### config.mk
export PLATFORM = sky130hd
export DESIGN_NAME = stream_fifo
export DESIGN_NICKNAME = d
export VERILOG_FILES = /design/src/verilog/fetch_pkg.sv /design/src/verilog/stream_fifo.sv
export SDC_FILE = /design/constraint.sdc
export NUM_CORES = 1
export LEC_CHECK = 0
export ABC_AREA = 1
export BUFFER_PORTS_ARGS = -buffer_cell sky130_fd_sc_hd__buf_2
export CORE_MARGIN = 3
export CORE_UTILIZATION = 40
export CTS_CLUSTER_DIAMETER = 120
export DETAILED_ROUTE_END_ITERATION = 8
export PLACE_DENSITY_LB_ADDON = 0.25
export SLEW_MARGIN = 20
export SYNTH_ARGS = -nofsm -noshare
export SYNTH_HDL_FRONTEND = slang
export SYNTH_SLANG_ARGS = --single-unit
### constraint.sdc
create_clock -name clk -period 5.2 [get_ports clk]
set_input_delay 0.52 -clock clk [delete_from_list [all_inputs] [get_ports clk]]
set_output_delay 0.52 -clock clk [all_outputs]
set_load 0.05 [all_outputs]
### src/verilog/fetch_pkg.sv
// Shared sizes, register map and bus types; the design assumes a 64-bit read data bus
package fetch_pkg;

   //============================================================
   // Bus and transfer sizes
   //============================================================
   localparam int BUS_BITS      = 64;
   localparam int BUS_BYTES     = 8;
   // One metadata record per phase
   localparam int MD_BYTES      = 128;
   localparam int MD_BEATS      = 16;
   // Fixed frame-data burst
   localparam int BURST_BYTES   = 256;
   localparam int BURST_BEATS   = 32;
   localparam int MD_FIFO_DEPTH = 32;
   localparam int FD_FIFO_DEPTH = 64;

   //============================================================
   // Register map, indices kept from the host driver
   //============================================================
   localparam int REG_IDX_BITS     = 5;
   // Frame data, phase 0, semiphases 0 and 1
   localparam int REG_HFD00_ADDR_H = 1;
   localparam int REG_HFD00_ADDR_L = 2;
   localparam int REG_HFD01_ADDR_H = 3;
   localparam int REG_HFD01_ADDR_L = 4;
   // Frame data, phase 1, semiphases 0 and 1
   localparam int REG_HFD10_ADDR_H = 5;
   localparam int REG_HFD10_ADDR_L = 6;
   localparam int REG_HFD11_ADDR_H = 7;
   localparam int REG_HFD11_ADDR_L = 8;
   // Metadata bases, one per phase
   localparam int REG_HMD0_ADDR_H  = 9;
   localparam int REG_HMD0_ADDR_L  = 10;
   localparam int REG_HMD1_ADDR_H  = 11;
   localparam int REG_HMD1_ADDR_L  = 12;
   // Ring sizes in bytes
   localparam int REG_HFD_BYTES_H  = 13;
   localparam int REG_HFD_BYTES_L  = 14;
   localparam int REG_HMD_BYTES_H  = 15;
   localparam int REG_HMD_BYTES_L  = 16;
   // Bytes in a full frame, both semiphases
   localparam int REG_FRAME_SIZE   = 17;

   //============================================================
   // Shared types
   //============================================================
   typedef logic [BUS_BITS-1:0] beat_t;

   typedef struct packed {
      logic                    wr;
      logic [REG_IDX_BITS-1:0] idx;
      logic [31:0]             data;
   } cfg_wr_t;

   typedef struct packed {
      // Indexed [phase][semiphase]
      logic [1:0][1:0][63:0] fd_base;
      // Indexed [phase]
      logic [1:0][63:0]      md_base;
      logic [63:0]           fd_bytes;
      logic [63:0]           md_bytes;
      logic [31:0]           frame_size;
   } fetch_cfg_t;

   typedef struct packed {
      logic [63:0] addr;
      // Beats minus one
      logic [7:0]  len;
   } rd_req_t;

   typedef enum logic [1:0] {
      INC_NONE,
      INC_MD,
      INC_FD0,
      INC_FD1
   } ptr_inc_t;

endpackage
### src/verilog/stream_fifo.sv
// Single-clock valid/ready FIFO; DEPTH must be a power of two
`timescale 1ns/1ns

module stream_fifo #(
   parameter int DEPTH = 16
) (
   input  logic             clk,
   input  logic             resetn,
   input  fetch_pkg::beat_t in_data,
   input  logic             in_valid,
   output logic             in_ready,
   output fetch_pkg::beat_t out_data,
   output logic             out_valid,
   input  logic             out_ready
);
   localparam int AW = $clog2(DEPTH);
   localparam int CW = $clog2(DEPTH + 1);

   fetch_pkg::beat_t mem [DEPTH];
   logic [AW-1:0]    wr_ptr;
   logic [AW-1:0]    rd_ptr;
   logic [CW-1:0]    count;
   logic             do_wr;
   logic             do_rd;

   assign in_ready  = (count != CW'(DEPTH));
   assign out_valid = (count != '0);
   assign out_data  = mem[rd_ptr];

   assign do_wr = in_valid && in_ready;
   assign do_rd = out_valid && out_ready;

   // Storage
   always_ff @(posedge clk) begin
      if (do_wr) begin
         mem[wr_ptr] <= in_data;
      end
   end

   //============================================================
   // Pointers and fill level
   //============================================================
   always_ff @(posedge clk) begin
      if (!resetn) begin
         wr_ptr <= '0;
         rd_ptr <= '0;
         count  <= '0;
      end else begin
         // Pointers wrap on their own width
         if (do_wr) begin
            wr_ptr <= wr_ptr + 1'b1;
         end
         if (do_rd) begin
            rd_ptr <= rd_ptr + 1'b1;
         end
         case ({do_wr, do_rd})
            2'b10:   count <= count + 1'b1;
            2'b01:   count <= count - 1'b1;
            default: count <= count;
         endcase
      end
   end

   // Upstream qualifies its write strobe with room, so nothing arrives when full
   a_no_full_wr: assert property (@(posedge clk) disable iff (!resetn)
      !in_ready |-> !in_valid);

endmodule

==> impl_results.md <==
* Hold path depth at 3
* Post_cts resized at 0
* Reg2reg end: mem[13][18]
* Main synth FF type: edfxtp_1
* Grt total ovfl at 0
* Worst vdd ir at 0.311 mV
* Hold Slack at 0.163 ns
* CTS buffer count at 108
* Vias in the first global route at 23700
* Pwr per Cell Area at 474 nW/um2
* Pins over their slew limit at 0
* Hold Crit Start: out_ready
* CTS Hold Bufs at 0
* CTS sink cnt at about 1000
* YS warnings at 0
* CP arrival at 3.40 ns
* Synth area leaders: edfxtp_1, mux2i_1, o211ai_1
* Worst-Skew Late Latency at 0.69 ns
* Reg2Reg Depth at 7
* DR iter-0 viols at 2059
* Worst Skew at around 0.03 ns
* DRT antenna net count at 0
* Mapped Nets at 2895
* Ports at between 100 and 150
* Core region area at 103000 um2
* Setup violators final at 0
* WS Path Type: reg2out
* Root Driver: clkbuf_16
* R2R setup slack at 2.41 ns
* Worst-margin pin slew at 1.14 ns
* Synth Area per Inst at 14.8 um2
* Via count at 23600
* P&R area growth vs syn at 13.3%
* HP Class: in2reg
* PortBufs at between 100 and 150
* Clk pin slew, worst setup/hold paths at 0.06 ns
* Period utilization at 0.754
* Post-synthesis cell type count at 27
* Mapped cell area at 41700 um2
* Total GRT Usage at 0.187
* Antenna violations before repair at 19
* # nets final at 3006
* Initial Utilization at 0.406
* Final Hold Violating Endpoints at 0
* Gpl congestion at 0.738
* # DRC at 0
* RSZ-0062 raised after global routing: false
* Max Freq at between 200 and 300 MHz
* Async S/R FF share, synth at 0
* Post-synth top area cell: edfxtp_1
* Synth Register Bits at 1041
* Routed WL at 102000 um
* Share of layout cells above drive strength 1 at 0.125
* Area share of the largest cell type after synthesis at 0.738
* CTS tree: built
* FP Rows at 117
* DIE HEIGHT at 329 um
* Fin Setup TNS at 0 ns
* DR vias/cell at 5.37
* Die area at about 110000 um2
* Total Power at between 20 and 25 mW
* Status: completed
* Maximum Capacitance Violations at 0
* Mapped Cells at 2819
* Slew HR at 0.240
* Startpoint Class: flop
* Number of synthesized flops with an enable pin at 1024
* DR pass1 iterations at 5
* CP max FO at 110
* Chip width at 329 um
* Dpl hpwl at 51100 um
* Sequential-to-total area share from yosys stat at 0.746
* Hold EP: rd_ptr[1]
* Pin count of the biggest net entering global routing at 145
* First-pass GRT wire length at between 150000 and 200000 um
* Lkg Pwr at between 15 and 20 nW
* Clock tree buffer depth at 3
* Minimum clock period at 3.92 ns
* Post-CTS Setup Bufs at 0
* Reg2reg start: count[2]
* H-tree level count at 3
* Worst EP required at 4.68 ns
* DR WL/cell at 23.2 um
* Crit path capture type: output pin
[power breakdown]
part | switching, mW | leakage, nW | internal (mW)
registers | 0.187 | 9.39 | 9.49
clock network | 3.11 | 1.65 | 4.23
logic | 3.81 | 4.79 | 1.58
total | 7.11 | 15.8 | 15.3
[per-stage QoR]
stage	instances	worst slack, ns	area (um2)	utilization
finish	4397	1.28	47200	0.460
global route	4390	1.10	47200	0.460
CTS	4385	1.24	47200	0.460
detailed placement	4188	2.00	43900	0.428
global placement	4185	2.03	43800	0.427
floorplan	2819	0.971	41700	-
[Yosys cell counts (all sizes together) (17+ instances only)]
cell / n
o211ai: 256
mux2i: 256
clkbuf: 71
buf: 111
nor2: 32
dfxtp: 17
nand2: 87
o21ai: 318
inv: 280
edfxtp: 1024
a21oi: 264
nand3: 84
[cell families (layout without fill, tap and decap cells)]
logic type / count (synthesis) / in the layout / share of synthesized area
flip-flops: 1041 / 1041 / 0.746
AO/OA/AOI/OAI: 839 / 839 / 0.118
buffers and inverters: 462 / 660 / 0.0491
multiplexers: 256 / 256 / 0.0615
AND/OR/NAND/NOR: 208 / 208 / 0.0220
adder cells (fa/ha/maj): 8 / 8 / 0.00240
XOR/XNOR: 5 / 5 / 0.00105
other: 0 / 12 / 0
[worst max-delay path, cell delays in order (launching register included)]
cell      delay [ns]
dfxtp_4         0.79
inv_8           0.42
buf_12          0.38
o211ai_1        0.25
o211ai_1        0.12
nand2_1         0.25
buf_2           0.31
[sequential cells by signal, indices dropped and copies added, names as in the netlist, named ones only]
name and cells:
count 5, rd_ptr 4, mem 1024, wr_ptr 4
[per-layer routing]
layer / GRT usage / share of wire
met4: 0.0610 / 0.025
met5: 0 / 0.00054
met3: 0.0368 / 0.058
met1: 0.252 / 0.44
met2: 0.306 / 0.48
[area by class of cell]
cell class	instances	area [um2]
Clock buffer	137	2880
Multi-Input combinational cell	1316	8670
Antenna cell	12	30.0
Tap cell	1368	1710
Fill cell	8887	55400
Sequential cell	1041	31100
Timing Repair Buffer	183	1320
Clock inverter	60	472
Inverter	280	1060
[how the worst max path moves through the flow]
stage	to	slack, ns
2_1_floorplan	mem[11][0]	0.97
3_3_place_gp	out_data[12]	2.03
3_5_place_dp	out_data[12]	2.00
4_1_cts	out_data[19]	1.24
5_1_grt	out_data[12]	1.10
6_report	out_data[19]	1.28
[layout by cell type, fill, tap and decap left out, drive strengths merged]
cell type  count
a21oi        264
a31o           1
buf          183
bufinv         7
clkbuf       137
clkinv        52
dfxtp         17
diode         12
edfxtp      1024
ha             8
inv          281
mux2i        256
nand2         87
nand3         84
nand4          5
nor2          32
o211ai       256
o21ai        318
xor2           5
(Power assumes the default switching activity.)
