--- src/verilog/fetch_pkg.sv ---
// Shared sizes, register map and bus types; the design assumes a 64-bit read data bus
package fetch_pkg;

   //============================================================
   // Bus and transfer sizes
   //============================================================
   localparam int BUS_BITS      = 64;
   localparam int BUS_BYTES     = 8;
   // One metadata record per phase
   localparam int MD_BYTES      = 128;
   localparam int MD_BEATS      = 16;
   // Fixed frame-data burst
   localparam int BURST_BYTES   = 256;
   localparam int BURST_BEATS   = 32;
   localparam int MD_FIFO_DEPTH = 32;
   localparam int FD_FIFO_DEPTH = 64;

   //============================================================
   // Register map, indices kept from the host driver
   //============================================================
   localparam int REG_IDX_BITS     = 5;
   // Frame data, phase 0, semiphases 0 and 1
   localparam int REG_HFD00_ADDR_H = 1;
   localparam int REG_HFD00_ADDR_L = 2;
   localparam int REG_HFD01_ADDR_H = 3;
   localparam int REG_HFD01_ADDR_L = 4;
   // Frame data, phase 1, semiphases 0 and 1
   localparam int REG_HFD10_ADDR_H = 5;
   localparam int REG_HFD10_ADDR_L = 6;
   localparam int REG_HFD11_ADDR_H = 7;
   localparam int REG_HFD11_ADDR_L = 8;
   // Metadata bases, one per phase
   localparam int REG_HMD0_ADDR_H  = 9;
   localparam int REG_HMD0_ADDR_L  = 10;
   localparam int REG_HMD1_ADDR_H  = 11;
   localparam int REG_HMD1_ADDR_L  = 12;
   // Ring sizes in bytes
   localparam int REG_HFD_BYTES_H  = 13;
   localparam int REG_HFD_BYTES_L  = 14;
   localparam int REG_HMD_BYTES_H  = 15;
   localparam int REG_HMD_BYTES_L  = 16;
   // Bytes in a full frame, both semiphases
   localparam int REG_FRAME_SIZE   = 17;

   //============================================================
   // Shared types
   //============================================================
   typedef logic [BUS_BITS-1:0] beat_t;

   typedef struct packed {
      logic                    wr;
      logic [REG_IDX_BITS-1:0] idx;
      logic [31:0]             data;
   } cfg_wr_t;

   typedef struct packed {
      // Indexed [phase][semiphase]
      logic [1:0][1:0][63:0] fd_base;
      // Indexed [phase]
      logic [1:0][63:0]      md_base;
      logic [63:0]           fd_bytes;
      logic [63:0]           md_bytes;
      logic [31:0]           frame_size;
   } fetch_cfg_t;

   typedef struct packed {
      logic [63:0] addr;
      // Beats minus one
      logic [7:0]  len;
   } rd_req_t;

   typedef enum logic [1:0] {
      INC_NONE,
      INC_MD,
      INC_FD0,
      INC_FD1
   } ptr_inc_t;

endpackage
--- src/verilog/beat_router.sv ---
// Beat steering; assumes read data returns in request order, one whole phase at a time
`timescale 1ns/1ns

module beat_router (
   input  logic                  clk,
   input  logic                  resetn,
   input  fetch_pkg::fetch_cfg_t cfg,
   input  logic                  r_valid,
   output logic                  r_ready,
   output logic                  md_wr_valid,
   output logic                  fd_wr_valid,
   input  logic                  md_room,
   input  logic                  fd_room
);
   import fetch_pkg::*;

   // 1-based beat number inside the current phase
   logic [31:0] beat_cnt;
   logic [31:0] beats_per_phase;
   logic        beat_ok;
   logic        is_md;

   // Metadata record then the whole frame
   assign beats_per_phase = 32'(MD_BEATS) + cfg.frame_size / BUS_BYTES;

   // Both FIFOs need room, metadata cannot overflow
   assign r_ready = md_room && fd_room;
   assign beat_ok = r_valid && r_ready;
   assign is_md   = (beat_cnt <= MD_BEATS);

   assign md_wr_valid = beat_ok && is_md;
   assign fd_wr_valid = beat_ok && !is_md;

   //============================================================
   // Beat counter, wraps after one phase
   //============================================================
   always_ff @(posedge clk) begin
      if (!resetn) begin
         beat_cnt <= 32'd1;
      end else if (beat_ok) begin
         beat_cnt <= (beat_cnt == beats_per_phase) ? 32'd1 : beat_cnt + 32'd1;
      end
   end

endmodule

--- config.mk ---
export PLATFORM = sky130hd
export DESIGN_NAME = beat_router
export DESIGN_NICKNAME = d
export VERILOG_FILES = /design/src/verilog/fetch_pkg.sv /design/src/verilog/beat_router.sv
export SDC_FILE = /design/constraint.sdc
export NUM_CORES = 1
export LEC_CHECK = 0
export BUFFER_PORTS_ARGS = -buffer_cell sky130_fd_sc_hd__buf_4
export CORE_AREA = 2 2 217 219
export DETAILED_ROUTE_END_ITERATION = 10
export DIE_AREA = 0 0 219 221
export PLACE_DENSITY = 0.34
export SLEW_MARGIN = 10
export SYNTH_ARGS = -nofsm -noshare
export SYNTH_HDL_FRONTEND = slang
export SYNTH_SLANG_ARGS = --single-unit
--- constraint.sdc ---
create_clock -name clk -period 4 [get_ports clk]
set_input_delay 0.2 -clock clk [delete_from_list [all_inputs] [get_ports clk]]
set_output_delay 0.2 -clock clk [all_outputs]
set_load 0.02 [all_outputs]
==> out/qor.yml <==
clock_network:
  cts_hold_buffers: 0
  worstSkewPairLatency_ns: 0.28
  postCtsSetupBuffers: 0
  post_cts_resized: 0
  cts.htree.levels: 2
  root_buffer: "clkbuf_16"
  cts_max_path_buffers: 2
  numCtsBuffers: 5
  path_clk_slew_ns: 0.06
  cts.sink_count: 32
  cts_tree: "built"
yosys:
  synth_edf_count: 0
  synth_seq_cells: 32
  synth_xor_area_share_pct: 21.3
  muxShareOfSynthArea_pct: 0.393
  syn-cell-area_um2: 2550
  synth_compound_area_share_pct: 8.65
  synth-simple-area-share_pct: 39.6
  synth_top_family_by_area: "simple AND/OR/NAND/NOR gates"
  synth.largest_area_cell: "dfxtp_1"
  synth-async-reset-ratio_pct: 0
  synth_fa_ha_area_share_pct: 1.47
  netlist_top_cells_area: "dfxtp_1 (25%), xnor2_1 (11%), xor2_1 (11%), nor2_1 (6.8%), nand2_1 (4.9%)"
  avgSynthCellArea_um2: 7.74
  synth_flop_cell: "dfxtp_1"
  yosysSeqAreaShare_pct: 25.2
  synth_cells: 329
  yosys.area.top_type_share_pct: 25.2
  synth_nets: 881
  synthDistinctLibCells: 50
  ys_warn_count: 0
timing:
  slew_headroom_pct: 63.8
  rsz0062_at_grt: "no"
  fmax_mhz: 333
  setup_tns_ns: 0
  fin_skew_ns: 0.00401
  finalCriticalPeriod_ns: 3.00
  slew_violations: 0
  finalCritPeriodShare_pct: 75.1
  worstMarginPinSlew_ns: 0.538
  hold_viol_final: 0
  finalSetupViolCount: 0
placed_design:
  dpl_cell_area_um2: 3510
  placedCellCount: 959
  io_buffers: 36
  gp_congestion: 0.705
  dp_hpwl_mm: 7.71
layout:
  design_area_um2: 3690
  layout_commonest_cell: "nor2_1"
  drive_gt1_share_pct: 15.0
  area_growth_syn_to_layout_pct: 45.1
  instances_no_fill: 967
  top_regs: "beat_cnt: 32 flops"
  largest_reg_flops: 32
  mostFrequentLayoutCells: "nor2_1 (46), buf_4 (37), nand2_1 (33), dfxtp_1 (32)"
  post-route-util_pct: 8.02
  n_antenna_cell: 0
  num-fill-cells: 5473
  fin_nets: 911
  regMostFlops: "beat_cnt"
die:
  rows: 79
  die_area_um2: 48400
  initial_core_util_pct: 5.53
  ios: 552
  core_area_um2: 46100
  die_w_um: 219
  dieHeight_um: 221
critical_path:
  crit_fanout: 28
  worstSetupPathType: "flop to flop"
  worstRegToRegCells: 9
  crit_path_end_kind: "flop"
  start_kind: "flop"
  arrival_ns: 3.16
  cp.required_ns: 4.16
global_routing:
  grt_overflow: 0
  grt.total_usage_pct: 3.82
  grt_max_degree: 29
  grt_first_pass_wirelength_mm: 14.2
  antenna_found_initial: 1
  grt_pass1_vias: 2287
min_path:
  hp-class: "input pin to flop"
  min_path_cells: 2
pwr:
  pwr_density_cell_nw_per_um2: 245
  p_seq_share_pct: 35.6
  p_comb_share_pct: 12.2
  p_int_mw: 0.698
  p_sw_mw: 0.206
  p_leak_nw: 1.14
  sw_frac_of_total_pct: 22.8
  ir_drop_mv: 0.154
  clockPowerShare_pct: 52.2
drt:
  antenna_left: 0
  routed_wl_mm: 9.27
  drc: 0
  viasPerCell: 2.48
  drt_first_pass_iters: 4
  vias: 2394
  drt_iter0_drc: 134
  wl_per_cell_um: 9.59
run:
  maxCapViolations: 0
run_status:
  status: "finished, final reports clean"
## per-layer routing
metal	up-vias	share of wire, %	global-route usage (%)	routed length [um]
met5	-	0.14	0	13
met4	2	0.33	0.327	31
met3	6	4.3	0.893	395
met2	43	40	5.32	3670
met1	1106	56	6.01	5160
li1	1237	-	-	-
## worst max-delay path: stages (launching register included)
cell and delay, ns:
dfxtp_1 0.43, xor2_1 0.20, xnor2_1 0.12, nor3_1 0.48
nand4_1 0.14, a2111oi_0 0.34, nand4_1 0.37, o31ai_4 0.32
buf_4 0.36, nor3_1 0.10
## power by group through the flow
| stage | Clock (mW) | Sequential, mW | Combinational [mW] |
|---|---|---|---|
| after floorplan | 0 | 0.328 | 0.0563 |
| after global placement | 0 | 0.329 | 0.111 |
| after detailed placement | 0 | 0.329 | 0.111 |
| after CTS | 0.484 | 0.322 | 0.111 |
| after global routing | 0.494 | 0.322 | 0.122 |
| final | 0.471 | 0.322 | 0.110 |
## kinds of logic (layout without fill, tap and decap cells)
kind of cell / after synthesis / in the layout
fa+ha+maj: 3 / 3
mux: 1 / 1
flops: 32 / 32
compound gates: 28 / 28
simple gates: 185 / 185
buf+inv: 18 / 49
xor+xnor: 62 / 62
## worst paths after layout
kind	from	endpoint	slack, ns
max	beat_cnt[7]$_SDFFE_PN0P_	beat_cnt[22]$_SDFFE_PN0P_	1.0
max reg2reg	beat_cnt[7]$_SDFFE_PN0P_	beat_cnt[22]$_SDFFE_PN0P_	1.0
min	resetn	beat_cnt[30]$_SDFFE_PN0P_	0.17
min reg2reg	beat_cnt[31]$_SDFFE_PN0P_	beat_cnt[31]$_SDFFE_PN0P_	0.55
## Yosys cell counts (all sizes together) (3+ instances only)
library cell,number
and4,7
a21oi,6
dfxtp,32
nand2,33
nor3,14
inv,4
buf,7
nor4,11
nand4,16
xor2,31
and3,15
nand3b,3
xnor2,31
nand2b,4
and2,5
o31ai,3
nor2,47
ha,3
nand3,23
clkbuf,7
## layout make-up
cell class	instances	area, um^2	share of cell area [%]
flip-flops and latches	32	641	17.3
clock buffers	7	153	4.13
multi-input cells	279	1820	49.2
inverters	4	15.0	0.407
well taps	607	759	20.6
repair buffers	37	278	7.52
clock inverters	1	30.0	0.813
## stage by stage
| step | hold WS, ns | setup WS [ns] | power [mW] |
|---|---|---|---|
| finish | 0.171 | 0.996 | 0.904 |
| global route | 0.186 | 0.738 | 0.938 |
| CTS | 0.162 | 0.997 | 0.917 |
| detailed placement | 0.454 | 0.721 | 0.439 |
| global placement | 0.451 | 0.657 | 0.440 |
| floorplan | 0.322 | 1.78 | 0.385 |
No activity file was read; power rests on OpenSTA's default activity.
