## src/verilog/fetch_pkg.sv

```systemverilog
// Shared sizes, register map and bus types; the design assumes a 64-bit read data bus
package fetch_pkg;

   //============================================================
   // Bus and transfer sizes
   //============================================================
   localparam int BUS_BITS      = 64;
   localparam int BUS_BYTES     = 8;
   // One metadata record per phase
   localparam int MD_BYTES      = 128;
   localparam int MD_BEATS      = 16;
   // Fixed frame-data burst
   localparam int BURST_BYTES   = 256;
   localparam int BURST_BEATS   = 32;
   localparam int MD_FIFO_DEPTH = 32;
   localparam int FD_FIFO_DEPTH = 64;

   //============================================================
   // Register map, indices kept from the host driver
   //============================================================
   localparam int REG_IDX_BITS     = 5;
   // Frame data, phase 0, semiphases 0 and 1
   localparam int REG_HFD00_ADDR_H = 1;
   localparam int REG_HFD00_ADDR_L = 2;
   localparam int REG_HFD01_ADDR_H = 3;
   localparam int REG_HFD01_ADDR_L = 4;
   // Frame data, phase 1, semiphases 0 and 1
   localparam int REG_HFD10_ADDR_H = 5;
   localparam int REG_HFD10_ADDR_L = 6;
   localparam int REG_HFD11_ADDR_H = 7;
   localparam int REG_HFD11_ADDR_L = 8;
   // Metadata bases, one per phase
   localparam int REG_HMD0_ADDR_H  = 9;
   localparam int REG_HMD0_ADDR_L  = 10;
   localparam int REG_HMD1_ADDR_H  = 11;
   localparam int REG_HMD1_ADDR_L  = 12;
   // Ring sizes in bytes
   localparam int REG_HFD_BYTES_H  = 13;
   localparam int REG_HFD_BYTES_L  = 14;
   localparam int REG_HMD_BYTES_H  = 15;
   localparam int REG_HMD_BYTES_L  = 16;
   // Bytes in a full frame, both semiphases
   localparam int REG_FRAME_SIZE   = 17;

   //============================================================
   // Shared types
   //============================================================
   typedef logic [BUS_BITS-1:0] beat_t;

   typedef struct packed {
      logic                    wr;
      logic [REG_IDX_BITS-1:0] idx;
      logic [31:0]             data;
   } cfg_wr_t;

   typedef struct packed {
      // Indexed [phase][semiphase]
      logic [1:0][1:0][63:0] fd_base;
      // Indexed [phase]
      logic [1:0][63:0]      md_base;
      logic [63:0]           fd_bytes;
      logic [63:0]           md_bytes;
      logic [31:0]           frame_size;
   } fetch_cfg_t;

   typedef struct packed {
      logic [63:0] addr;
      // Beats minus one
      logic [7:0]  len;
   } rd_req_t;

   typedef enum logic [1:0] {
      INC_NONE,
      INC_MD,
      INC_FD0,
      INC_FD1
   } ptr_inc_t;

endpackage
```

## src/verilog/fetch_regs.sv

```systemverilog
// Config registers, write only; any index outside 1 to 17 is dropped and flagged on cfg_err
`timescale 1ns/1ns

module fetch_regs (
   input  logic                  clk,
   input  logic                  resetn,
   input  fetch_pkg::cfg_wr_t    cfg,
   output fetch_pkg::fetch_cfg_t cfg_out,
   output logic                  cfg_err
);
   import fetch_pkg::*;

   logic idx_ok;

   // Valid register window
   assign idx_ok = (cfg.idx >= REG_HFD00_ADDR_H) && (cfg.idx <= REG_FRAME_SIZE);

   //============================================================
   // Write decode, each 64-bit field split into high and low words
   //============================================================
   always_ff @(posedge clk) begin
      if (!resetn) begin
         cfg_out <= '0;
         cfg_err <= 1'b0;
      end else begin
         // One-cycle pulse per bad write
         cfg_err <= cfg.wr && !idx_ok;
         if (cfg.wr) begin
            case (cfg.idx)
               REG_HFD00_ADDR_H: cfg_out.fd_base[0][0][63:32] <= cfg.data;
               REG_HFD00_ADDR_L: cfg_out.fd_base[0][0][31:0]  <= cfg.data;
               REG_HFD01_ADDR_H: cfg_out.fd_base[0][1][63:32] <= cfg.data;
               REG_HFD01_ADDR_L: cfg_out.fd_base[0][1][31:0]  <= cfg.data;
               REG_HFD10_ADDR_H: cfg_out.fd_base[1][0][63:32] <= cfg.data;
               REG_HFD10_ADDR_L: cfg_out.fd_base[1][0][31:0]  <= cfg.data;
               REG_HFD11_ADDR_H: cfg_out.fd_base[1][1][63:32] <= cfg.data;
               REG_HFD11_ADDR_L: cfg_out.fd_base[1][1][31:0]  <= cfg.data;
               // Metadata rings
               REG_HMD0_ADDR_H:  cfg_out.md_base[0][63:32]    <= cfg.data;
               REG_HMD0_ADDR_L:  cfg_out.md_base[0][31:0]     <= cfg.data;
               REG_HMD1_ADDR_H:  cfg_out.md_base[1][63:32]    <= cfg.data;
               REG_HMD1_ADDR_L:  cfg_out.md_base[1][31:0]     <= cfg.data;
               // Ring sizes
               REG_HFD_BYTES_H:  cfg_out.fd_bytes[63:32]      <= cfg.data;
               REG_HFD_BYTES_L:  cfg_out.fd_bytes[31:0]       <= cfg.data;
               REG_HMD_BYTES_H:  cfg_out.md_bytes[63:32]      <= cfg.data;
               REG_HMD_BYTES_L:  cfg_out.md_bytes[31:0]       <= cfg.data;
               REG_FRAME_SIZE:   cfg_out.frame_size           <= cfg.data;
               default: begin
               end
            endcase
         end
      end
   end

   // Host never issues two bad writes back to back, so the flag is a single pulse
   a_err_pulse: assert property (@(posedge clk) disable iff (!resetn)
      cfg_err |=> !cfg_err);

endmodule

```

## config.mk

```make
export PLATFORM = sky130hd
export DESIGN_NAME = fetch_regs
export DESIGN_NICKNAME = d
export VERILOG_FILES = /design/src/verilog/fetch_pkg.sv /design/src/verilog/fetch_regs.sv
export SDC_FILE = /design/constraint.sdc
export NUM_CORES = 1
export LEC_CHECK = 0
export ABC_AREA = 1
export BUFFER_PORTS_ARGS = -buffer_cell sky130_fd_sc_hd__buf_2
export CAP_MARGIN = 20
export CORE_ASPECT_RATIO = 0.5
export CORE_MARGIN = 3
export CORE_UTILIZATION = 58
export DETAILED_ROUTE_END_ITERATION = 8
export PLACE_DENSITY_LB_ADDON = 0.3
export SYNTH_ARGS = -nofsm -noshare
export SYNTH_HDL_FRONTEND = slang
export SYNTH_SLANG_ARGS = --single-unit
```

## constraint.sdc

```tcl
create_clock -name clk -period 2 [get_ports clk]
set_input_delay 0 -clock clk [delete_from_list [all_inputs] [get_ports clk]]
set_output_delay 0 -clock clk [all_outputs]
set_load 0.02 [all_outputs]
```

==> results by group, run 1 <==
Hold path
  – Worst hold path class: in2reg
  – Hold path start: cfg[35]
  – Worst hold stages: 7
  – WHS Endpoint: cfg_out[407]

Setup path
  – CP max FO: 49
  – Worst R2R Path Depth: 4
  – Req. time, crit path: 2.51 ns
  – Worst path cell trace: dlygate4sd3_1 > buf_8 > nand3_1 > dlygate4sd3_1 > nor2_1 > dlygate4sd3_1
  – R2R setup slack: 1.27 ns
  – Top cell by count, worst path: dlygate4sd3_1
  – Startpoint types: input pin
  – Worst R2R Start: cfg_out[135]
  – Worst EP arrival: 2.32 ns
  – Crit Reg-Reg Endpoint: cfg_out[135]
  – Slowest stage delay, CP: 0.57 ns
  – Slowest-stage cell, CP: dlygate4sd3_1
  – Crit Path Class: in2reg
  – Nature of the critical path endpoint: register

Synthesis
  – Netlist Area Pre-Place: 0.0243 sq mm
  – Cells after Synth: 3920
  – Syn Area/Cell: 6.19 sq um
  – Synth Warn #: 0
  – Yosys cell types: 12
  – Seq cells post-synth: 545
  – Seq/Total Area, Yosys: 44.9%
  – Syn nets: 3960

Timing
  – Final setup fails: 0
  – Min cycle time layout: 1.81 ns
  – Unrepaired setup endpoints after global routing: false
  – Hold Fails Final Rpt: 0
  – WHS: 0.136 ns
  – Slew @ Worst Pin: 0.904 ns
  – Setup TNS Final: 0 ns
  – Final Cycle Share: 90.7%
  – Slew HR: 39.7%
  – Clock Skews: 0 ns
  – Final slew viol count: 0
  – Fmax: 0.552 GHz

Pwr
  – Leakage: 16.6 nW
  – Power density over cell area: 786 mW/mm^2
  – Clock power share: 44.3%
  – Comb pwr share: 8.4%
  – Share of power burned in registers: 47.3%
  – Sw Share: 24.8%
  – Worst ir drop on vdd: 0.000618 V
  – P_sw: 5.82 mW
  – Int Pwr: 17.6 mW

Detailed routing
  – Detail Route Antenna Nets: 0
  – Final WL: 81.3 mm
  – Initial DRC count: 2461
  – DRC: 0
  – Mean routed wirelength per cell: 16.3 microns
  – Vias per std cell: 4.96
  – Vias: 24758
  – Pre-antenna DRT Iters: 7

Die
  – Initial Utilization: 59.4%
  – Die X: 295 microns
  – Core area: 0.0409 sq mm
  – FP Rows: 52
  – Die area: 0.0445 sq mm
  – Die H: 151 microns
  – # IOs: 585

Layout
  – Layout cell share with drive strength beyond 1: 16.9%
  – Final Cell Area: 0.0298 sq mm
  – # fillers: 3365
  – Area Overhead vs Synth: 22.6%
  – Final #Nets: 4456
  – Layout Cells excl Fill: 4995

Place
  – HPWL Detailed: 52.3 mm
  – Routability congestion estimate: 0.860
  – Placed cell area: 0.0277 sq mm
  – Placed Cells: 4869
  – IO buf count: 584

CTS
  – Clock buffer depth: 3
  – H-tree levels: 2
  – Clock latency at the later pin of the worst-skew pair: 0.56 ns
  – Post-cts gate resize count: 0
  – CTS root buf: clkbuf_16
  – CTS sink cnt: 545
  – CTS tree: done
  – Clock slew at reported path FFs: 0.07 ns
  – CTS Buf Count: 47

GRT
  – Largest net degree at the start of global routing: 98
  – Gr usage total: 34.9%
  – Antenna violations before repair: 3
  – Total grt overflow: 0
  – Vias in the first global route: 22531
  – First-pass GRT wire length: 122 mm

Status
  – Outcome: complete, no violations

Flow run
  – Maxcap violations: 0
## routing by layer
metal / wire length, microns / global-route usage (%) / vias to the layer above
met1: 30900 / 42.9 / 11104
met4: 5120 / 21.6 / 0
met3: 7560 / 6.56 / 308
li1: - / - / 12154
met2: 37700 / 57.1 / 1192
met5: 0 / 0 / -
## per-stage QoR
stage	power (mW)	utilization [%]	setup slack, ns
floorplan	12.5	-	0.920
global placement	13.1	67.7	0.572
detailed placement	13.2	67.7	0.527
CTS	23.4	72.9	0.235
global route	24.1	72.9	0.163
finish	23.4	72.9	0.187
## area by class of cell
type / instances / area [sq um] / area share [%]
antenna: 3 / 7.51 / 0.0252
clock buffer: 61 / 1310 / 4.40
clock inverter: 24 / 405 / 1.36
inverter: 907 / 3410 / 11.4
multi-input combinational: 2217 / 8980 / 30.2
sequential: 545 / 10900 / 36.6
tap: 540 / 676 / 2.27
timing repair buffer: 698 / 4080 / 13.7
## synth_stat cells (all sizes together)
| library cell | count | area [sq um] |
|---|---|---|
| dfxtp | 545 | 10900 |
| xor2 | 1 | 8.76 |
| nor2 | 718 | 2700 |
| nand2 | 1036 | 3890 |
| buf | 161 | 717 |
| clkbuf | 90 | 338 |
| inv | 907 | 3400 |
| nand3 | 462 | 2320 |
## power by group through the flow
stage	registers (mW)	logic [mW]	clock network, mW
6_report	11.1	1.96	10.4
5_1_grt	11.1	2.12	10.9
4_1_cts	11.1	1.92	10.4
3_5_place_dp	11.3	1.85	0
3_3_place_gp	11.3	1.83	0
2_1_floorplan	11.5	0.985	0
## flip-flops by register name, indices dropped and copies added (netlist names)
signal   flops
cfg_err      1
cfg_out    544
## cells by family after synthesis
group / after synthesis / synth area share [%]
buffers and inverters: 1158 / 18.4
DFF: 545 / 44.9
and+or+nand+nor: 2216 / 36.7
xor gates and xnor gates: 1 / 0.0361
## worst max-delay path by stage
stage	startpoint	end	cells past startpoint
after floorplan	cfg[34]	cfg_out[400]	7
after global placement	cfg[35]	cfg_out[74]	9
after detailed placement	cfg[35]	cfg_out[84]	9
after CTS	resetn	cfg_err	6
after global routing	resetn	cfg_err	6
final	resetn	cfg_err	6
## critical path, delay by kind of cell
| kind | cells | cell delay [ns] |
|---|---|---|
| buffers and inverters | 4 | 2.05 |
| AND/OR/NAND/NOR | 2 | 0.22 |
## cells in the final DEF (no fill, tap or decap), drive strengths merged
cell,Yosys,layout
buf,161,660
bufinv,0,11
clkbuf,90,61
clkinv,0,10
clkinvlp,0,4
dfxtp,545,545
diode,0,3
dlygate4sd3,0,38
inv,907,906
nand2,1036,1036
nand3,462,462
nor2,718,718
xor2,1,1
## what timing repair did
| action | 4_1_cts | 5_1_grt |
|---|---|---|
| buffers inserted | 0 | 0 |
| hold endpoints to repair | 137 | 0 |
| endpoints found under the setup margin | 0 | 0 |
| hold buffers | 38 | 0 |
(Power assumes the default switching activity.)
==> run 2, diff against run 1 <==
==> constraint.sdc (replaced) <==
create_clock -name clk -period 2.1 [get_ports clk]
set_input_delay 0 -clock clk [delete_from_list [all_inputs] [get_ports clk]]
set_output_delay 0 -clock clk [all_outputs]
set_load 0.005 [all_outputs]
==> results by group, run 2 (synthesized netlist as in run 1, its figures left out) <==
Timing
  – Clock Skews: 0 ns (unchanged)
  – Slew HR: 38.2% (-1.5 points)
  – Final setup fails: 0 (unchanged)
  – Final slew viol count: 0 (unchanged)
  – Final Cycle Share: 89.9%
  – Setup TNS Final: 0 ns (unchanged)
  – Fmax: 0.530 GHz
  – Hold Fails Final Rpt: 0 (unchanged)
  – Slew @ Worst Pin: 0.927 ns (+0.0226 ns)
  – Unrepaired setup endpoints after global routing: false
  – Min cycle time layout: 1.89 ns

Detailed routing
  – Metal2 WL: 37.7 mm (+0.12%)
  – Vias: 24489 (-1.1%)
  – Pre-antenna DRT Iters: 7 (unchanged)
  – WL met3: 7.47 mm (-1.1%)
  – Detail Route Antenna Nets: 0 (unchanged)
  – Met1 WL: 30.3 mm (-1.9%)
  – Vias per std cell: 4.92 (-0.77%)
  – Initial DRC count: 2225 (-9.6%)
  – Final WL: 80.3 mm (-1.2%)
  – Top layer in use: met4
  – Mean routed wirelength per cell: 16.1 microns (-0.88%)
  – DRC: 0 (unchanged)

Setup path
  – Req. time, crit path: 2.56 ns (+0.05 ns)
  – Worst R2R Path Depth: 4 (unchanged)
  – Worst R2R Start: cfg_out[25]
  – Critical path origin: cfg[32]
  – Nature of the critical path endpoint: register
  – Startpoint types: input pin
  – Crit Path Class: in2reg
  – Crit Reg-Reg Endpoint: cfg_out[25]
  – R2R setup slack: 1.32 ns (+0.05 ns)
  – Worst EP arrival: 2.35 ns (+0.03 ns)
  – CP max FO: 6 (-88%)

Die
  – # IOs: 585 (unchanged)
  – FP Rows: 52 (unchanged)
  – Core area: 0.0409 sq mm (unchanged)
  – Die X: 295 microns (unchanged)
  – Initial Utilization: 59.4% (unchanged)
  – Die H: 151 microns (unchanged)
  – Die area: 0.0445 sq mm (unchanged)

CTS
  – CTS tree: done
  – CTS sink cnt: 545 (unchanged)
  – Clock slew at reported path FFs: 0.07 ns (about the same)
  – Clock buffer depth: 3 (unchanged)
  – CTS root buf: clkbuf_16
  – H-tree levels: 2 (unchanged)
  – Clock latency at the later pin of the worst-skew pair: 0.57 ns (about the same)
  – CTS Buf Count: 48 (+2.1%)

Layout
  – # fillers: 3392 (+0.80%)
  – Most flop-heavy register: cfg_out
  – Most frequent cells in the layout: nand2_1, inv_1, nor2_1, buf_2, dfxtp_1
  – Area Overhead vs Synth: 21.9%
  – Layout Cells excl Fill: 4979 (-0.32%)
  – Final #Nets: 4445 (-0.25%)
  – Max FFs per register: 544 (unchanged)
  – Layout cell share with drive strength beyond 1: 16.5% (-0.42 points)
  – Commonest non-fill, non-tap cell in the layout: nand2_1
  – Biggest regs: cfg_out x544, cfg_err x1

Hold path
  – Hold path start: cfg[34]
  – Worst hold stages: 7 (unchanged)
  – WHS Endpoint: cfg_out[401]
  – Worst hold path class: in2reg

GRT
  – Vias in the first global route: 22394 (-0.61%)
  – Total grt overflow: 0 (unchanged)
  – Gr usage total: 34.6% (-0.29 points)
  – Antenna violations before repair: 1 (-2)
  – Largest net degree at the start of global routing: 103 (+5.1%)
  – First-pass GRT wire length: 122 mm (-0.20%)

Place
  – HPWL Detailed: 51.7 mm (-1.3%)
  – IO buf count: 584 (unchanged)
  – Placed Cells: 4854 (-0.31%)
  – Routability congestion estimate: 0.875 (+1.7%)

Status
  – Outcome: complete, no violations

Pwr
  – Sw Share: 24.4% (-0.42 points)
  – Worst ir drop on vdd: 0.000550 V (-11%)
  – Power density over cell area: 725 mW/mm^2 (-7.8%)
  – Clock power share: 42.9% (-1.4 points)
  – Comb pwr share: 7.8% (-0.6 points)
  – Share of power burned in registers: 49.2% (+1.9 points)
  – Pwr Total: 21.4 mW (-8.4%)
  – Int Pwr: 16.2 mW (-7.9%)
  – P_sw: 5.24 mW (-10%)
  – Leakage: 16.5 nW (-0.61%)

Flow run
  – Maxcap violations: 0 (unchanged)
run 2: cell types whose count changed in the layout (fill, tap and decap cells not counted), sizes merged:
| cell | delta |
|---|---|
| buf | -15 |
| bufinv | -7 |
| dlygate4sd3 | +3 |
| diode | -1 |
| clkinvlp | -4 |
| clkbuf | +12 |
| clkinv | -7 |
| inv | +3 |
run 2: how the worst max path moves through the flow:
| stage | depth (start not counted) | end |
|---|---|---|
| after floorplan | 7 | cfg_out[400] |
| after global placement | 8 | cfg_out[181] |
| after detailed placement | 8 | cfg_out[186] |
| after CTS | 9 | cfg_err |
| after global routing | 9 | cfg_err |
| final | 9 | cfg_err |
run 2: area by class of cell:
type                    instances  area, sq um  share of cell area (%)
repair buffers                686         4010                    13.6
flip-flops and latches        545        10900                    36.9
clock inverters                 9          156                   0.528
inverters                     907         3410                    11.5
well taps                     540          676                    2.28
diodes                          2         5.00                  0.0169
multi-input cells            2217         8980                    30.3
clock buffers                  73         1450                    4.89
run 2: routing by layer:
layer,vias to the layer above,GRT usage (%)
met5,-,0
met4,0,19.6
met3,286,7.18
met2,1178,58.0
met1,10906,41.8
li1,12119,-
run 2: per-stage QoR:
stage | utilization [%] | hold slack, ns | setup WS, ns | cell area [sq um]
after global routing | 72.4 | 0.157 | 0.124 | 29600
after floorplan | - | 0.135 | 1.02 | 24300
final | 72.4 | 0.112 | 0.212 | 29600
after detailed placement | 67.5 | 0.283 | 0.600 | 27600
after global placement | 67.5 | 0.275 | 0.646 | 27600
after CTS | 72.4 | 0.0713 | 0.222 | 29600
run 2: repair_timing:
item / in CTS / in global routing
hold buffers: 41 / 0
gates resized for setup: 0 / 0
setup buffers: 0 / 0
endpoints found under the hold margin: 140 / 0
run 2: power by group through the flow:
stage          Combinational (mW)  Sequential [mW]  Clock (mW)
3_5_place_dp                 1.58             10.8           0
3_3_place_gp                 1.55             10.8           0
5_1_grt                      1.84             10.6        9.72
2_1_floorplan               0.939             10.8           0
4_1_cts                      1.65             10.6        9.31
6_report                     1.68             10.6        9.21
run 2: worst max-delay path, cell delays in order:
cell and delay (ns):
dlygate4sd3_1 0.56, buf_2 0.16, inv_1 0.08, nor2_2 0.26
nand2_1 0.09, nand3_1 0.08, dlygate4sd3_1 0.54, nor2_1 0.04
dlygate4sd3_1 0.54
