**src/verilog/fetch_pkg.sv**
```systemverilog
// Shared sizes, register map and bus types; the design assumes a 64-bit read data bus
package fetch_pkg;

   //============================================================
   // Bus and transfer sizes
   //============================================================
   localparam int BUS_BITS      = 64;
   localparam int BUS_BYTES     = 8;
   // One metadata record per phase
   localparam int MD_BYTES      = 128;
   localparam int MD_BEATS      = 16;
   // Fixed frame-data burst
   localparam int BURST_BYTES   = 256;
   localparam int BURST_BEATS   = 32;
   localparam int MD_FIFO_DEPTH = 32;
   localparam int FD_FIFO_DEPTH = 64;

   //============================================================
   // Register map, indices kept from the host driver
   //============================================================
   localparam int REG_IDX_BITS     = 5;
   // Frame data, phase 0, semiphases 0 and 1
   localparam int REG_HFD00_ADDR_H = 1;
   localparam int REG_HFD00_ADDR_L = 2;
   localparam int REG_HFD01_ADDR_H = 3;
   localparam int REG_HFD01_ADDR_L = 4;
   // Frame data, phase 1, semiphases 0 and 1
   localparam int REG_HFD10_ADDR_H = 5;
   localparam int REG_HFD10_ADDR_L = 6;
   localparam int REG_HFD11_ADDR_H = 7;
   localparam int REG_HFD11_ADDR_L = 8;
   // Metadata bases, one per phase
   localparam int REG_HMD0_ADDR_H  = 9;
   localparam int REG_HMD0_ADDR_L  = 10;
   localparam int REG_HMD1_ADDR_H  = 11;
   localparam int REG_HMD1_ADDR_L  = 12;
   // Ring sizes in bytes
   localparam int REG_HFD_BYTES_H  = 13;
   localparam int REG_HFD_BYTES_L  = 14;
   localparam int REG_HMD_BYTES_H  = 15;
   localparam int REG_HMD_BYTES_L  = 16;
   // Bytes in a full frame, both semiphases
   localparam int REG_FRAME_SIZE   = 17;

   //============================================================
   // Shared types
   //============================================================
   typedef logic [BUS_BITS-1:0] beat_t;

   typedef struct packed {
      logic                    wr;
      logic [REG_IDX_BITS-1:0] idx;
      logic [31:0]             data;
   } cfg_wr_t;

   typedef struct packed {
      // Indexed [phase][semiphase]
      logic [1:0][1:0][63:0] fd_base;
      // Indexed [phase]
      logic [1:0][63:0]      md_base;
      logic [63:0]           fd_bytes;
      logic [63:0]           md_bytes;
      logic [31:0]           frame_size;
   } fetch_cfg_t;

   typedef struct packed {
      logic [63:0] addr;
      // Beats minus one
      logic [7:0]  len;
   } rd_req_t;

   typedef enum logic [1:0] {
      INC_NONE,
      INC_MD,
      INC_FD0,
      INC_FD1
   } ptr_inc_t;

endpackage
```
**src/verilog/fetch_fsm.sv**
```systemverilog
// Command FSM; frame size must be a nonzero multiple of 512 so each semiphase is whole bursts
`timescale 1ns/1ns

module fetch_fsm (
   input  logic                  clk,
   input  logic                  resetn,
   input  fetch_pkg::fetch_cfg_t cfg,
   input  logic                  cmd_phase,
   input  logic                  cmd_valid,
   output logic                  cmd_ready,
   input  logic [63:0]           md_ptr,
   input  logic [63:0]           fd_ptr0,
   input  logic [63:0]           fd_ptr1,
   output logic                  phase,
   output fetch_pkg::ptr_inc_t   inc,
   output fetch_pkg::rd_req_t    ar_req,
   output logic                  ar_valid,
   input  logic                  ar_ready
);
   import fetch_pkg::*;

   typedef enum logic [1:0] {
      S_WAIT,
      S_MD,
      S_FD0,
      S_FD1
   } state_t;

   state_t      state;
   logic        phase_q;
   logic [31:0] burst_cnt;
   logic [31:0] bursts_per_semi;
   logic        last_burst;

   // Two semiphases per frame, fixed burst size
   assign bursts_per_semi = cfg.frame_size / (2 * BURST_BYTES);
   assign last_burst      = (burst_cnt >= bursts_per_semi);

   assign cmd_ready = (state == S_WAIT);
   assign ar_valid  = (state != S_WAIT);

   // Command phase while idle so the metadata pointer is ready at accept
   assign phase = (state == S_WAIT) ? cmd_phase : phase_q;

   //============================================================
   // Request sequencing
   //============================================================
   always_ff @(posedge clk) begin
      // Increment strobes last a single cycle
      inc <= INC_NONE;
      if (!resetn) begin
         state     <= S_WAIT;
         burst_cnt <= '0;
      end else begin
         case (state)
            // Latch phase, present the metadata request
            S_WAIT: if (cmd_valid) begin
               phase_q     <= cmd_phase;
               ar_req.addr <= md_ptr;
               ar_req.len  <= 8'(MD_BEATS - 1);
               inc         <= INC_MD;
               state       <= S_MD;
            end
            // Metadata taken, first burst of semiphase 0
            S_MD: if (ar_ready) begin
               burst_cnt   <= 32'd1;
               ar_req.addr <= fd_ptr0;
               ar_req.len  <= 8'(BURST_BEATS - 1);
               inc         <= INC_FD0;
               state       <= S_FD0;
            end
            S_FD0: if (ar_ready) begin
               if (!last_burst) begin
                  burst_cnt   <= burst_cnt + 32'd1;
                  ar_req.addr <= ar_req.addr + 64'(BURST_BYTES);
               end else begin
                  // Move to semiphase 1
                  burst_cnt   <= 32'd1;
                  ar_req.addr <= fd_ptr1;
                  inc         <= INC_FD1;
                  state       <= S_FD1;
               end
            end
            S_FD1: if (ar_ready) begin
               if (!last_burst) begin
                  burst_cnt   <= burst_cnt + 32'd1;
                  ar_req.addr <= ar_req.addr + 64'(BURST_BYTES);
               end else begin
                  state <= S_WAIT;
               end
            end
            default: state <= S_WAIT;
         endcase
      end
   end

   // Request stays put until the bus takes it
   a_ar_hold: assert property (@(posedge clk) disable iff (!resetn)
      ar_valid && !ar_ready |=> ar_valid && $stable(ar_req));

   // Whole bursts only, at least one per semiphase
   a_frame_size: assert property (@(posedge clk) disable iff (!resetn)
      cmd_valid && cmd_ready |-> bursts_per_semi != 0 && cfg.frame_size[8:0] == 9'd0);

endmodule

```
**config.mk**
```make
export PLATFORM = sky130hd
export DESIGN_NAME = fetch_fsm
export DESIGN_NICKNAME = d
export VERILOG_FILES = /design/src/verilog/fetch_pkg.sv /design/src/verilog/fetch_fsm.sv
export SDC_FILE = /design/constraint.sdc
export NUM_CORES = 1
export LEC_CHECK = 0
export BUFFER_PORTS_ARGS = -buffer_cell sky130_fd_sc_hd__buf_2
export CAP_MARGIN = 20
export CORE_AREA = 10 10 310 312
export DETAILED_ROUTE_END_ITERATION = 7
export DIE_AREA = 0 0 320 322
export GPL_ROUTABILITY_DRIVEN = 1
export PLACE_DENSITY_LB_ADDON = 0.12
export SYNTH_ARGS = -nofsm -noshare
export SYNTH_HDL_FRONTEND = slang
export SYNTH_SLANG_ARGS = --single-unit
export TNS_END_PERCENT = 1
```
**constraint.sdc**
```tcl
create_clock -name clk -period 16 [get_ports clk]
set_input_delay 2.4 -clock clk [delete_from_list [all_inputs] [get_ports clk]]
set_output_delay 2.4 -clock clk [all_outputs]
set_load 0.05 [all_outputs]
```
==> flow_summary_export.csv, run 1 <==
group,metric,value,unit
outcome,result_of_the_run,"complete, no violations",
critical_path,crit_end_element,"register",
clock_tree,cts_max_level,3,
power_and_ir_drop,vdd_drop_max,0.0692,mV
floorplan,area_of_the_die,103000,µm²
yosys,synthSimpleGateAreaFrac,0.206,
critical_path,worst_setup_path_start_kind,"primary input",
hold_path,min-delay-start,"burst_cnt[31]",
final_layout,final_layout_size_suffix_gt1_frac,0.329,
yosys,synth.yosys.seq_area_share,0.372,
critical_path,worstPathMaxFanout,27,
route,num_vias,7374,
yosys,postSynthAreaPerCell,9.27,µm²
global_routing,grt_pass1_vias,7653,
global_routing,track_usage,0.0797,
sta,worst_clock_skew,0.0265,ns
critical_path,worst_ep_arrival_time,5.97,ns
sta,hold_viol_final,0,
clock_tree,clkLatencyLatePin,0.41,ns
yosys,synth.cell_area,7270,µm²
route,drt-total-wl,42600,µm
hold_path,hold_path_class,"reg2reg",
route,ant_nets,0,
critical_path,worst_ep_required_time,16.06,ns
placement,hpwlAfterDp,34300,µm
route,post_drt_via_cell_ratio,3.31,
yosys,yosysWarningCount,0,
route,drt_drc_violations_left,0,
yosys,synth-main-ff-cell,"edfxtp_1",
critical_path,worst_path_largest_cell_delay,0.89,ns
sta,min_period_over_period,0.369,
hold_path,hold-path-endpoint,"burst_cnt[31]",
yosys,largest_family_of_logic_cells_by_synthesized_area,"compound AO/OA/AOI/OAI gates",
critical_path,rr_worst_depth,7,
sta,tightest_slew,0.984,ns
clock_tree,tritoncts,"done",
clock_tree,clkSlewWorstSetupHoldPaths,0.09,ns
floorplan,design.core.area,89600,µm²
final_layout,layout.filler_cells,10300,
hold_path,hold_path_depth,1,
route,drtPass1Iterations,8,
yosys,synth_xor_area_frac,0.0651,
floorplan,ioPinCount,818,
power_and_ir_drop,leakagePower,3.92,nW
yosys,synth_mux_area_frac,0.00895,
sta,total_negative_slack,0,ns
final_layout,area_growth_syn_to_layout,42.2,%
power_and_ir_drop,report.power.total,1.74,mW
critical_path,timing.critical_path.slowest_stage_cell,"a2111oi_1",
critical_path,r2r_slack,11.78,ns
yosys,synthesis.instances,784,
sta,timing.final.crit_period,5.91,ns
clock_tree,cts_buffer_depth,2,
yosys,ys_ff_latch,102,
clock_tree,ctsRootBufferMaster,"clkbuf_16",
yosys,synth_adder_area_share,0.0499,
final_layout,nets,1810,
sta,achievable-frequency,169,MHz
placement,place.port_buffers,289,
yosys,async_flop_share,0,
clock_tree,cts_resized,0,
clock_tree,cts_made_buffers,9,
job,drv.max_cap_violation_count,0,
route,wl_per_cell,19.1,µm
yosys,synth_compound_gate_area_share,0.237,
critical_path,critical_path.cell_chain,"buf_2 > inv_1 > ha_1 > nand4_1 > a2111oi_1 > o31ai_2 > a21oi_4 > a22oi_1 > o21ai_0",
floorplan,fp.dieH,322,µm
clock_tree,clk_sinks,102,
yosys,synth-edff-count,66,
global_routing,antenna_violations_before_repair,16,
sta,slew_viol_final,0,
sta,grt_setup_unrepaired,"false",
sta,timing.slew.headroom,0.344,
clock_tree,post_cts_buffers,0,
yosys,ys_types,77,
floorplan,initial_standard_cell_utilization_of_the_core,0.0811,
floorplan,die-width,320,µm
global_routing,grt_pass1_wl,59700,µm
sta,setup_viol_count_final,0,
placement,gp_congestion,0.706,
critical_path,reg2reg_from,"burst_cnt[10]",
global_routing,grt_overflow,0,
floorplan,placementRows,110,
global_routing,largest_net_degree_at_the_start_of_global_routing,65,
route,drt-initial-drc-count,500,
critical_path,critical_path.reg2reg.endpoint,"ar_req[10]",
clock_tree,post_cts_hold_buffer_count,0,
critical_path,timing_worst_setup_path_type,"in2reg",
power_and_ir_drop,power.density_cell_area,169,nW/µm²
-- sequential cells by signal, indices dropped and copies added, names as in the netlist --
name	count
burst_cnt	32
phase_q	1
state	2
ar_req	65
inc	2
-- power breakdown --
part	switching, mW	total [mW]	internal, mW	leakage [nW]
Clock	0.144	0.258	0.114	0.149
Combinational	0.723	1.00	0.278	2.84
Sequential	0.0864	0.485	0.398	0.922
Total	0.953	1.74	0.790	3.92
-- worst max-delay path: cells and delay by family --
family	cells	cell delay, ns
buf+inv	2	0.12
fa+ha+maj	1	0.29
compound gates	5	2.90
simple gates	1	0.20
-- final cells by class --
| type | count | area (µm²) | share of cell area |
|---|---|---|---|
| Sequential cell | 102 | 2700 | 0.262 |
| Tap cell | 1176 | 1470 | 0.142 |
| Timing Repair Buffer | 300 | 1530 | 0.148 |
| Multi-Input combinational cell | 593 | 4180 | 0.404 |
| Clock inverter | 7 | 87.6 | 0.00848 |
| Antenna cell | 5 | 12.5 | 0.00121 |
| Inverter | 34 | 128 | 0.0124 |
| Clock buffer | 9 | 225 | 0.0218 |
-- kinds of logic after synthesis --
logic type	after synthesis
buffers and inverters	94
flip-flops	102
AND/OR/NAND/NOR	290
adder cells (fa/ha/maj)	29
AO/OA/AOI/OAI	207
XOR/XNOR	54
other	2
multiplexers	6
-- cells in the final DEF (no fill, tap or decap), types with 4 or more instances in the layout --
cell type,instances
a21oi_1,10
a221o_1,9
a221oi_1,27
a222oi_1,21
a22oi_1,11
a2bb2oi_1,32
a32oi_1,6
and2_1,9
and3_1,22
and4_1,13
buf_2,289
buf_4,11
clkbuf_16,9
conb_1,7
dfxtp_1,36
diode_2,5
edfxtp_1,66
ha_1,27
inv_1,33
mux2_2,4
nand2_1,106
nand3_1,24
nand3b_1,4
nand4_1,27
nor2_1,40
nor3_1,8
nor4_1,10
o21a_1,4
o21ai_0,22
o21ai_1,16
o221ai_1,6
o22a_1,7
o41ai_2,5
or4_1,7
xnor2_1,26
xor2_1,28
-- how the worst max path moves through the flow --
stage	from	end	depth (start not counted)
6_report	cfg[19]	ar_req[10]	9
5_1_grt	cfg[20]	ar_req[10]	9
4_1_cts	cfg[19]	ar_req[10]	9
3_5_place_dp	cfg[19]	ar_req[10]	9
3_3_place_gp	cfg[19]	ar_req[10]	9
2_1_floorplan	cfg[22]	ar_req[10]	9
-- cells in the mapped netlist (4+ instances only) --
| master | instances | area (µm²) |
|---|---|---|
| inv_1 | 33 | 124 |
| buf_6 | 5 | 56.3 |
| xor2_1 | 28 | 245 |
| nand2_1 | 106 | 398 |
| o21a_1 | 4 | 30.0 |
| o221ai_1 | 6 | 52.6 |
| a21oi_1 | 11 | 55.1 |
| a32oi_1 | 6 | 52.6 |
| a221oi_1 | 27 | 236 |
| and4_1 | 13 | 114 |
| a22oi_1 | 11 | 82.6 |
| ha_1 | 29 | 363 |
| dfxtp_1 | 36 | 721 |
| o41ai_2 | 5 | 81.3 |
| a222oi_1 | 21 | 210 |
| nand3b_1 | 4 | 30.0 |
| o21ai_0 | 22 | 110 |
| o21ai_1 | 16 | 80.1 |
| nor2_1 | 40 | 150 |
| mux2_2 | 4 | 45.0 |
| a221o_1 | 9 | 90.1 |
| nand4_1 | 27 | 169 |
| a2bb2oi_1 | 32 | 280 |
| nand3_1 | 24 | 120 |
| and2_1 | 9 | 56.3 |
| and3_1 | 22 | 138 |
| nor3_1 | 8 | 40.0 |
| nor4_1 | 10 | 62.6 |
| xnor2_1 | 26 | 228 |
| o22a_1 | 7 | 61.3 |
| edfxtp_1 | 66 | 1980 |
| buf_2 | 11 | 55.1 |
| buf_4 | 9 | 67.6 |
| clkbuf_1 | 33 | 124 |
| or4_1 | 7 | 52.6 |
-- routing by layer --
metal	track usage	vias to the layer above	routed length [µm]
met4	0.0216	10	593
met3	0.0223	39	2350
met1	0.0937	3605	17800
li1	-	3551	-
met5	0	-	57
met2	0.140	169	21800
-- through the flow --
stage	util	instances	hold slack (ns)	setup WS, ns	area [µm²]
after floorplan	-	789	0.433	8.50	7290
after global placement	0.112	2205	0.451	9.51	10000
after detailed placement	0.112	2205	0.451	9.42	10000
after CTS	0.115	2221	0.474	9.86	10300
after global routing	0.115	2224	0.509	9.67	10300
final	0.115	2226	0.467	10.09	10300
Note: power is estimated with default switching activity, not from simulation.
==> run 2, diff against run 1 <==
Settings changed: CORE_AREA 10 10 310 312 to 10 10 309 311, DIE_AREA 0 0 320 322 to 0 0 319 321.
Clock period 16 ns to 5.4 ns, I/O delays scaled along.
==> run 2 against run 1 <==
Against the previous run:
- cell area is 0.98% higher
- critical path depth increased by 2
- cell count is 0.54% higher
- via count down 0.19%
- global-route usage increased by 0.14 points
- total power grew to 3.0 times the previous value
- count of clock-buffer cells in the layout unchanged
- register-to-register slack worse by 10 ns
- critical path type unchanged
- highest routed layer unchanged
==> flow_summary_export.csv, run 2 (synthesized netlist as in run 1, its figures left out) <==
group,metric,value,unit
outcome,result_of_the_run,"complete, no violations",
floorplan,ioPinCount,818,
floorplan,fp.dieH,321,µm
sta,min_period_over_period,0.748,
final_layout,final_instance_count_without_filler_cells,2238,
clock_tree,clkLatencyLatePin,0.40,ns
critical_path,r2r_slack,1.53,ns
power_and_ir_drop,leakagePower,3.98,nW
critical_path,reg2reg_from,"burst_cnt[22]",
hold_path,hold_path_class,"reg2reg",
critical_path,timing_worst_setup_path_type,"in2reg",
placement,place.port_buffers,289,
global_routing,track_usage,0.0811,
final_layout,final_core_util,0.117,
route,num_vias,7360,
placement,dpl.cell_count,2218,
hold_path,min-delay-start,"burst_cnt[31]",
power_and_ir_drop,vdd_drop_max,0.174,mV
clock_tree,clk_sinks,102,
clock_tree,cts_resized,0,
sta,slew_viol_final,0,
final_layout,commonest_non_fill_non_tap_cell_in_the_layout,"buf_2",
route,met3RoutedLength,2270,µm
critical_path,crit_end_element,"register",
floorplan,placementRows,110,
clock_tree,cts_max_level,3,
route,drt_drc_violations_left,0,
global_routing,grt_pass1_vias,7748,
critical_path,worst_setup_path_start_kind,"primary input",
route,wl_per_cell,19.2,µm
route,post_drt_via_cell_ratio,3.29,
clock_tree,post_cts_buffers,0,
sta,timing.slew.headroom,0.346,
final_layout,final_layout_size_suffix_gt1_frac,0.337,
sta,timing.final.crit_period,4.04,ns
global_routing,grt_overflow,0,
sta,total_negative_slack,0,ns
critical_path,worst_ep_arrival_time,4.29,ns
clock_tree,tritoncts,"done",
final_layout,number_of_flip_flops_in_the_largest_register,65,
job,drv.max_cap_violation_count,0,
clock_tree,clkSlewWorstSetupHoldPaths,0.09,ns
global_routing,antenna_violations_before_repair,8,
sta,achievable-frequency,248,MHz
sta,tightest_slew,0.981,ns
sta,worst_clock_skew,0.0237,ns
route,ant_nets,0,
final_layout,layout.filler_cells,10300,
critical_path,rr_worst_depth,9,
route,route.met2.wl,22000,µm
critical_path,startpoint,"cfg[31]",
final_layout,max_flop_register,"ar_req",
final_layout,final_cell_mix,"289 x buf_2, 106 x nand2_1, 66 x edfxtp_1",
critical_path,critical_path.endpoint,"ar_req[12]",
placement,gp_congestion,0.713,
critical_path,worst_ep_required_time,5.65,ns
clock_tree,cts_buffer_depth,2,
sta,grt_setup_unrepaired,"false",
clock_tree,post_cts_hold_buffer_count,0,
global_routing,grt_pass1_wl,60100,µm
power_and_ir_drop,power.density_cell_area,497,nW/µm²
critical_path,critical_path.reg2reg.endpoint,"ar_req[12]",
route,wirelength_met1,18200,µm
route,drt-initial-drc-count,384,
clock_tree,cts_made_buffers,9,
final_layout,largestRegisters,"ar_req (65), burst_cnt (32)",
power_and_ir_drop,report.power.total,5.19,mW
route,drtPass1Iterations,6,
floorplan,initial_standard_cell_utilization_of_the_core,0.0814,
floorplan,die-width,319,µm
route,drt-total-wl,43000,µm
clock_tree,ctsRootBufferMaster,"clkbuf_16",
final_layout,area_growth_syn_to_layout,43.6,%
final_layout,nets,1823,
critical_path,worstPathMaxFanout,13,
route,topRoutingLayerUsed,"met5",
floorplan,design.core.area,89300,µm²
floorplan,area_of_the_die,102000,µm²
sta,hold_viol_final,0,
global_routing,largest_net_degree_at_the_start_of_global_routing,77,
placement,hpwlAfterDp,34600,µm
sta,setup_viol_count_final,0,
[run 2: changes by cell type in the layout (fill, tap and decap cells not counted), sizes merged]
cell      change
clkinv        +1
diode         -1
clkinvlp      -1
buf          +13
[run 2: metal layers]
metal	track usage	vias to the layer above
li1	-	3570
met1	0.0953	3566
met2	0.144	198
met3	0.0230	24
met4	0.0185	2
met5	0	-
[run 2: area by class of cell]
class	count	area [µm²]	area share
multi-input combinational	593	4190	0.401
sequential	102	2700	0.259
timing repair buffer	313	1640	0.157
tap	1176	1470	0.141
clock buffer	9	225	0.0216
inverter	34	128	0.0122
clock inverter	7	71.3	0.00683
antenna	4	10.0	0.000959
[run 2: stage by stage]
stage / setup WS, ns / hold WS, ns / instance area [µm²]
after floorplan: 0.754 / 0.433 / 7290
after global placement: 0.632 / 0.446 / 10100
after detailed placement: 0.659 / 0.462 / 10100
after CTS: 1.08 / 0.490 / 10400
after global routing: 1.12 / 0.500 / 10400
final: 1.36 / 0.488 / 10400
[run 2: power breakdown]
group / internal [mW] / total (mW) / switching (mW)
clock: 0.329 / 0.739 / 0.409
combinational: 0.864 / 3.00 / 2.14
sequential: 1.18 / 1.45 / 0.268
[run 2: worst min-delay path by stage]
stage                          to  slack [ns]  cells past startpoint
global placement    burst_cnt[31]        0.45                      1
floorplan           burst_cnt[31]        0.43                      1
CTS                 burst_cnt[31]        0.49                      1
global route        burst_cnt[31]        0.50                      1
detailed placement  burst_cnt[31]        0.46                      1
finish              burst_cnt[31]        0.49                      1
[run 2: critical path, stage by stage]
cell and delay [ns]:
buf_2 0.08, inv_1 0.05, ha_1 0.33, nand4b_1 0.31, nor4_4 0.50, o31ai_2 0.24, a21oi_4 0.60, buf_4 0.32
a22oi_1 0.09, o21ai_0 0.69, buf_4 0.23
